==> src/verilog/pwconvPkg.sv <==
package pwconvPkg;

    localparam int InChannels = 8;
    localparam int OutChannels = 4;
    localparam int ActivationWidth = 8;
    localparam int WeightWidth = 8;
    localparam int ProductWidth = ActivationWidth + WeightWidth;

    localparam int ColumnLength = 4; // multiply-add stages in one DSP column.
    localparam int Columns = InChannels / ColumnLength;
    localparam int AccWidth = 20;
    localparam int ShiftWidth = 5;

    // product, column sum, Columns-1 cascade adds and the requantize register.
    localparam int CascadeLatency = Columns + 2;

    localparam int ResultMax = (1 << (ActivationWidth - 1)) - 1;
    localparam int ResultMin = -(1 << (ActivationWidth - 1));

    localparam int AxiAddrWidth = 8;
    localparam int AxiDataWidth = 32;
    localparam int AxiStrbWidth = AxiDataWidth / 8;

    localparam int WeightsPerWord = AxiDataWidth / WeightWidth;
    localparam int WordsPerChannel = InChannels / WeightsPerWord;
    localparam int WeightWords = OutChannels * WordsPerChannel;

    localparam bit [AxiAddrWidth-1:0] WeightBase = 8'h00;
    localparam bit [AxiAddrWidth-1:0] ShiftAddr = 8'h20;

    localparam bit [1:0] RespOkay = 2'd0;
    localparam bit [1:0] RespSlvErr = 2'd2;

    typedef bit [InChannels-1:0][ActivationWidth-1:0] activationVec_t;
    typedef bit [OutChannels-1:0][ActivationWidth-1:0] resultVec_t;
    typedef bit [InChannels-1:0][WeightWidth-1:0] channelWeights_t;
    typedef bit [OutChannels-1:0][InChannels-1:0][WeightWidth-1:0] weightMatrix_t;

endpackage : pwconvPkg

==> src/verilog/convConfigRegs.sv <==
`timescale 1ns/10ps

module convConfigRegs (
    input  bit                               clock_i,
    input  bit                               arstN_i,

    input  bit [pwconvPkg::AxiAddrWidth-1:0] awaddr_i,
    input  bit                               awvalid_i,
    output bit                               awready_o,

    input  bit [pwconvPkg::AxiDataWidth-1:0] wdata_i,
    input  bit [pwconvPkg::AxiStrbWidth-1:0] wstrb_i,
    input  bit                               wvalid_i,
    output bit                               wready_o,

    output bit [1:0]                         bresp_o,
    output bit                               bvalid_o,
    input  bit                               bready_i,

    input  bit [pwconvPkg::AxiAddrWidth-1:0] araddr_i,
    input  bit                               arvalid_i,
    output bit                               arready_o,

    output bit [pwconvPkg::AxiDataWidth-1:0] rdata_o,
    output bit [1:0]                         rresp_o,
    output bit                               rvalid_o,
    input  bit                               rready_i,

    output pwconvPkg::weightMatrix_t         weights_o,
    output bit [pwconvPkg::ShiftWidth-1:0]   shift_o
);

    bit writeAccept;
    bit writeFire;
    bit writeWeight;
    bit writeShift;
    int writeWord;
    bit readAccept;
    bit readFire;
    bit readWeight;
    bit readShift;
    int readWord;
    bit [pwconvPkg::AxiDataWidth-1:0] readValue;

    function automatic bit isWeightAddr(input bit [pwconvPkg::AxiAddrWidth-1:0] addr);
        bit [pwconvPkg::AxiAddrWidth-1:0] offset;
        offset = addr - pwconvPkg::WeightBase; // wraps high for addresses below the base.
        return offset < pwconvPkg::AxiAddrWidth'(pwconvPkg::WeightWords * pwconvPkg::AxiStrbWidth)
            && offset[1:0] == 2'b00;
    endfunction

    function automatic int wordIndex(input bit [pwconvPkg::AxiAddrWidth-1:0] addr);
        bit [pwconvPkg::AxiAddrWidth-1:0] offset;
        offset = addr - pwconvPkg::WeightBase;
        return int'(offset[pwconvPkg::AxiAddrWidth-1:2]);
    endfunction

    assign awready_o   = writeAccept;
    assign wready_o    = writeAccept; // address and data are taken together.
    assign writeFire   = writeAccept && awvalid_i && wvalid_i;
    assign writeWeight = isWeightAddr(awaddr_i);
    assign writeShift  = awaddr_i == pwconvPkg::ShiftAddr;
    assign writeWord   = wordIndex(awaddr_i);

    assign arready_o  = readAccept;
    assign readFire   = readAccept && arvalid_i;
    assign readWeight = isWeightAddr(araddr_i);
    assign readShift  = araddr_i == pwconvPkg::ShiftAddr;
    assign readWord   = wordIndex(araddr_i);

    always_ff @(posedge clock_i or negedge arstN_i) begin
        if (!arstN_i) begin
            writeAccept <= 1'b0;
            bvalid_o    <= 1'b0;
            bresp_o     <= pwconvPkg::RespOkay;
            weights_o   <= '0;
            shift_o     <= '0;
        end else begin
            writeAccept <= awvalid_i && wvalid_i && !writeAccept && !bvalid_o;
            if (bvalid_o && bready_i) begin
                bvalid_o <= 1'b0;
            end
            if (writeFire) begin
                bvalid_o <= 1'b1;
                bresp_o  <= (writeWeight || writeShift) ? pwconvPkg::RespOkay
                                                        : pwconvPkg::RespSlvErr;
                if (writeShift && wstrb_i[0]) begin
                    shift_o <= wdata_i[pwconvPkg::ShiftWidth-1:0];
                end
                for (int o = 0; o < pwconvPkg::OutChannels; o++) begin
                    for (int g = 0; g < pwconvPkg::WordsPerChannel; g++) begin
                        if (writeWeight && writeWord == o*pwconvPkg::WordsPerChannel + g) begin
                            for (int k = 0; k < pwconvPkg::WeightsPerWord; k++) begin
                                if (wstrb_i[k]) begin
                                    weights_o[o][g*pwconvPkg::WeightsPerWord + k] <=
                                        wdata_i[k*pwconvPkg::WeightWidth +: pwconvPkg::WeightWidth];
                                end
                            end
                        end
                    end
                end
            end
        end
    end

    // unmapped addresses read as zero.
    always_comb begin
        readValue = '0;
        if (readShift) begin
            readValue = pwconvPkg::AxiDataWidth'(shift_o);
        end
        for (int o = 0; o < pwconvPkg::OutChannels; o++) begin
            for (int g = 0; g < pwconvPkg::WordsPerChannel; g++) begin
                if (readWeight && readWord == o*pwconvPkg::WordsPerChannel + g) begin
                    readValue = weights_o[o][g*pwconvPkg::WeightsPerWord +: pwconvPkg::WeightsPerWord];
                end
            end
        end
    end

    always_ff @(posedge clock_i or negedge arstN_i) begin
        if (!arstN_i) begin
            readAccept <= 1'b0;
            rvalid_o   <= 1'b0;
            rresp_o    <= pwconvPkg::RespOkay;
        end else begin
            readAccept <= arvalid_i && !readAccept && !rvalid_o;
            if (rvalid_o && rready_i) begin
                rvalid_o <= 1'b0;
            end
            if (readFire) begin
                rvalid_o <= 1'b1;
                rresp_o  <= (readWeight || readShift) ? pwconvPkg::RespOkay
                                                      : pwconvPkg::RespSlvErr;
            end
        end
    end

    always_ff @(posedge clock_i) begin
        if (readFire) begin
            rdata_o <= readValue;
        end
    end

    bHoldUntilReady : assert property (@(posedge clock_i) disable iff (!arstN_i)
        bvalid_o && !bready_i |=> bvalid_o && $stable(bresp_o));

    rHoldUntilReady : assert property (@(posedge clock_i) disable iff (!arstN_i)
        rvalid_o && !rready_i |=> rvalid_o && $stable(rdata_o) && $stable(rresp_o));

endmodule : convConfigRegs

==> config.mk <==
export PLATFORM = sky130hd
export DESIGN_NAME = convConfigRegs
export DESIGN_NICKNAME = d
export VERILOG_FILES = /design/src/verilog/pwconvPkg.sv /design/src/verilog/convConfigRegs.sv
export SDC_FILE = /design/constraint.sdc
export NUM_CORES = 1
export LEC_CHECK = 0
export BUFFER_PORTS_ARGS = -buffer_cell sky130_fd_sc_hd__buf_4
export CAP_MARGIN = 20
export CORE_MARGIN = 2
export CORE_UTILIZATION = 48
export DETAILED_ROUTE_END_ITERATION = 10
export GPL_ROUTABILITY_DRIVEN = 1
export PLACE_DENSITY = 0.77
export SYNTH_ARGS = -nofsm -noshare
export SYNTH_HDL_FRONTEND = slang
export SYNTH_SLANG_ARGS = --single-unit
==> constraint.sdc <==
create_clock -name clock_i -period 1.8 [get_ports clock_i]
set_clock_uncertainty 0.1 [all_clocks]
set_input_delay 0.18 -clock clock_i [delete_from_list [all_inputs] [get_ports clock_i]]
set_output_delay 0.18 -clock clock_i [all_outputs]
set_load 0.005 [all_outputs]
### Word-level counts from Yosys, hierarchy flattened

Cells that the tools add are included.

* memory bits (read-only): 0
* input bits: 59
* output and inout bits: 302
* word-level logic and storage cells: 147
* bits in latches: 0
* memories: 0
* register bits: 301
* RAM bits: 0

* equal/unequal tests: 16
* $lt $le $gt $ge: 2
* muxes and demuxes: 15
* bitwise operators: 0
* shifts and indexed selects: 0
* reductions and logical operators: 74
* multiply operators: 0
* div/mod/pow operators: 0
* add/subtract/negate cells: 0

Operators with widths (number)
* 2-to-1 mux 32 bit: 8
* AND reduction 3 bit: 32
* zero test 32 bit: 2
* equality test 6 x 4 -> 1 bit (second input constant): 8
* logical AND 1 bit: 29
* equality test 6 x 3 -> 1 bit (second input constant): 4
* equality test 8 x 6 -> 1 bit (second input constant): 2
* less-than comparator 8 x 6 -> 1 bit (second input constant): 2
* equality test 6 x 2 -> 1 bit (second input constant): 2
* 2-to-1 mux 5 bit: 1
* zero test 1 bit: 4
* zero test 2 bit: 2
* 2-to-1 mux 1 bit: 4
* 2-to-1 mux 2 bit: 2
* nonzero test 2 bit: 2
* logical OR 1 bit: 2
* AND reduction 2 bit: 1

### Logic depth before layout (Yosys ltp)

* depth in word-level cells: 11
* gate-level depth with buffers: 8
* mapped depth without buffers: 5

### Least setup slack after synthesis

OpenSTA, ideal clock, no wires.

* path type: in2reg
* start: in awaddr_i[7] (netlist name)
* end: reg shift_o[0] (netlist name)
* slack: -0.424 ns
* buffers on the path: 1
* stages on the path: 5
* arrival: 1.999 ns
* library setup time: 0.125 ns
* required time: 1.575 ns
* cells stage by stage: or4_1 > or3_4 > or4b_4 > buf_6 > mux2_4

* cells in the longest elaborated chain, start to end: 3

RTL lines
* start, declared: line convConfigRegs.sv:7 `input bit [pwconvPkg::AxiAddrWidth-1:0] awaddr_i,`
* equality test 8 x 6 -> 1 bit: line convConfigRegs.sv:62 `assign writeShift = awaddr_i == pwconvPkg::ShiftAddr;`
* logical AND 1 bit: line convConfigRegs.sv:87 `if (writeShift && wstrb_i[0]) begin`
* AND reduction 2 bit (no source line)
* end signal, assigned: line convConfigRegs.sv:88 `shift_o <= wdata_i[pwconvPkg::ShiftWidth-1:0];`
* end, declared: line convConfigRegs.sv:30 `output bit [pwconvPkg::ShiftWidth-1:0] shift_o`

Every way passes these cells.
A chain may end at the register's enable or synchronous reset.

### Final worst setup path

* start: in awaddr_i[7] (netlist name)
* end: reg shift_o[4] (netlist name)

Same word-level chain as after synthesis.

==> metrics.txt <==
critical path class=input pin to register; Max Slew Vio Count=0; hold violation count in the final report=0; Netlist cell types=42; CTS tree=done; Die Ht=approximately 170 um; commonest non-fill, non-tap cells in the layout=buf_4, mux2_2, dfrtp_1; CTS H-tree lvls=2; area delta synth->final=44.69%; fin nets=approximately 1500; layout cell share with drive strength beyond 1=around three fifths; Cell Pwr Density=between 700 and 800 nW/um2; net switching power figure=approximately 0.0033 W; Post-DRT Antenna Nets=0; Slew @ Worst Pin=about 0.61 ns; Seq/Total Area, Yosys=slightly below 60%; Leak=roughly 9.7 nW; final setup fails=6; Num CTS Buffers=34; standard-cell row count=60; initial core utilization=~49%; Placed Area=between 15000 and 20000 um2; Worst Path Max Fanout=5; Syn Inst Count=between 900 and 1000; post-synth top area cell=dfrtp_1; Peak VDD IR=about 0.62 mV; Synth Flop Type=dfrtp_1; clk slew on worst S/H paths=~0.060 ns; most common cell after layout, fill and taps aside=buf_4; slew margin rel.=59.33%; internal power=between 0.01 and 0.015 W; CTS root buf=clkbuf_16; Yosys reg bits=around 300; Multi-input gate area=approximately 5600 um2; port buffer count=roughly 360; Routed WL=approximately 44000 um; clock latency on the worst-skew pair=0.50 ns; Hold Path Class=input pin to register; DRT Pass-1 Iters=5; pin count of the biggest net entering global routing=65; Logic pwr share=between 7 and 8%; GRT Residual Overflow=0; DRT iter0 DRCs=839; setup slack after layout=-0.07842 ns; Post-synth EDFFs=32; Worst setup EP type=register; vias in the first global route=approximately 11000; deepest clock path buffer count=3; YS warnings=0; vias per cell=5.726; crit share post-route=104.4%; setup_tns=-0.3750 ns; cells along the critical path=buf_6 -> or4_4 -> or3_4 -> or4b_4 -> mux2_4; final instance area=about 19000 um2; top-area cell type share of the netlist area=between 50% and 60%; Post-DP HPWL=a little over 30000 um; CP peak stage delay=approximately 0.61 ns; cell depth of the worst hold path=3; Synth area leaders=dfrtp_1, mux2_2, edfxtp_1; initial antenna violation count=0; required time worst endpoint=2.08 ns; post-layout minimum cycle time=about 1.9 ns; number of clock sinks=approximately 300; FFs w/ async S/R, synth=between 80 and 90%; mapped cell area=approximately 13000 um2; worst reg-to-reg path cell count=4; Die Span X=170.2 um; I/O pin count=roughly 360; status=complete, but fails checks; first-pass GRT wire length=65150 um; Final Wtd Congestion=0.8406; clock share of power=45.5%; Critical Path AT=2.16 ns; Sequential Area=around 7600 um2; CP Launch Type=input pin; failing checks=negative setup slack; total track usage=between 20 and 30%; Fillers=between 1500 and 2000; Net Sw Frac=22.60%; Worst path slowest cell=or4b_4; WL/cell=23.84 um; Mean Syn Cell Area=roughly 14 um2; antenna cells=0; Max-cap violations=0; residual DRC count=0; hold slack=0.03960 ns; sequential share of power=roughly 47%; vias=about 11000; highest clock rate=approximately 530 MHz; core area=approximately 27000 um2; full die area=between 20000 and 30000 um2; RSZ-0062 raised after global routing=yes
[routing by layer]
| metal | up-vias | part of all wire (%) | track usage [%] |
|---|---|---|---|
| li1 | 4600 | - | - |
| met1 | 5312 | 39 | 37.43 |
| met2 | 504 | 49 | 50.37 |
| met3 | 109 | 7.7 | 6.744 |
| met4 | 0 | 3.6 | 11.37 |
| met5 | - | 0 | 0 |
[synthesized netlist by cell type (all sizes together) (4+ instances only)]
master    n
mux2i    11
a221oi    4
dfrtp   267
edfxtp   32
nor2b     7
nand2b    9
a211oi    8
a22o      4
nor2     74
buf      12
o22ai    24
a22oi    20
mux2    293
o21ai     9
a21oi    58
nor3     14
mux4     19
inv       4
nand2    27
clkbuf   29
nand3     9
[sequential cells by signal, summed over array words and instances (netlist names)]
register,cells
rresp_o,1
rvalid_o,1
bvalid_o,1
rdata_o,32
weights_o,256
bresp_o,1
shift_o,5
arready_o,1
awready_o,1
[through the flow]
stage / power [W] / instances / util [%] / worst slack [ns]
after floorplan: 0.007357 / 956 / - / -0.4067
after global placement: 0.008030 / 1730 / 64.70 / -0.5741
after detailed placement: 0.008046 / 1730 / 64.70 / -0.6084
after CTS: 0.01481 / 1834 / 70.50 / -0.05100
after global routing: 0.01520 / 1838 / 70.97 / -0.08370
final: 0.01473 / 1838 / 70.97 / -0.07842
[power by group through the flow]
stage / Clock, W / Combinational, W / Sequential, W
after floorplan: 0 / 0.000312 / 0.00705
after global placement: 0 / 0.000986 / 0.00704
after detailed placement: 0 / 0.00100 / 0.00705
after CTS: 0.00680 / 0.00109 / 0.00692
after global routing: 0.00709 / 0.00119 / 0.00692
final: 0.00670 / 0.00111 / 0.00692
[final timing paths]
check	start	slack, ns	end
max in group asynchronous	arstN_i	0.75	weights_o[6]
worst min-delay path	wstrb_i[0]	0.04	weights_o[1]
min in group asynchronous	arstN_i	0.16	weights_o[233]
worst min register to register	arready_o	0.36	arready_o
worst max-delay path	awaddr_i[7]	-0.08	shift_o[4]
worst max register to register	awready_o	-0.03	shift_o[4]
[cells by family after synthesis]
group / count (synthesis) / synth area share [%]
other: 1 / 0.02829
AND/OR/NAND/NOR: 150 / 5.437
AO/OA/AOI/OAI: 137 / 6.361
flip-flops: 299 / 57.65
buffers and inverters: 45 / 1.435
multiplexers: 323 / 29.09
[layout make-up]
class,instances,area share (%)
clock inverters,10,0.4044
clock buffers,52,5.277
flip-flops and latches,299,39.84
repair buffers,520,22.72
well taps,341,2.224
inverters,4,0.07828
multi-input cells,612,29.45
[critical path: cells and delay by family]
kind | cells | cell delay [ns]
AND/OR/NAND/NOR | 3 | 1.54
multiplexers | 1 | 0.33
buffers and inverters | 1 | 0.09
[what timing repair did]
item | CTS | global route
pin swaps | 3 | 5
hold endpoints to repair | 449 | 0
gates resized for setup | 12 | 24
hold buffers | 41 | 0
setup buffers | 1 | 4
endpoints found under the setup margin | 204 | 209
No activity file was read; power rests on OpenSTA's default activity.
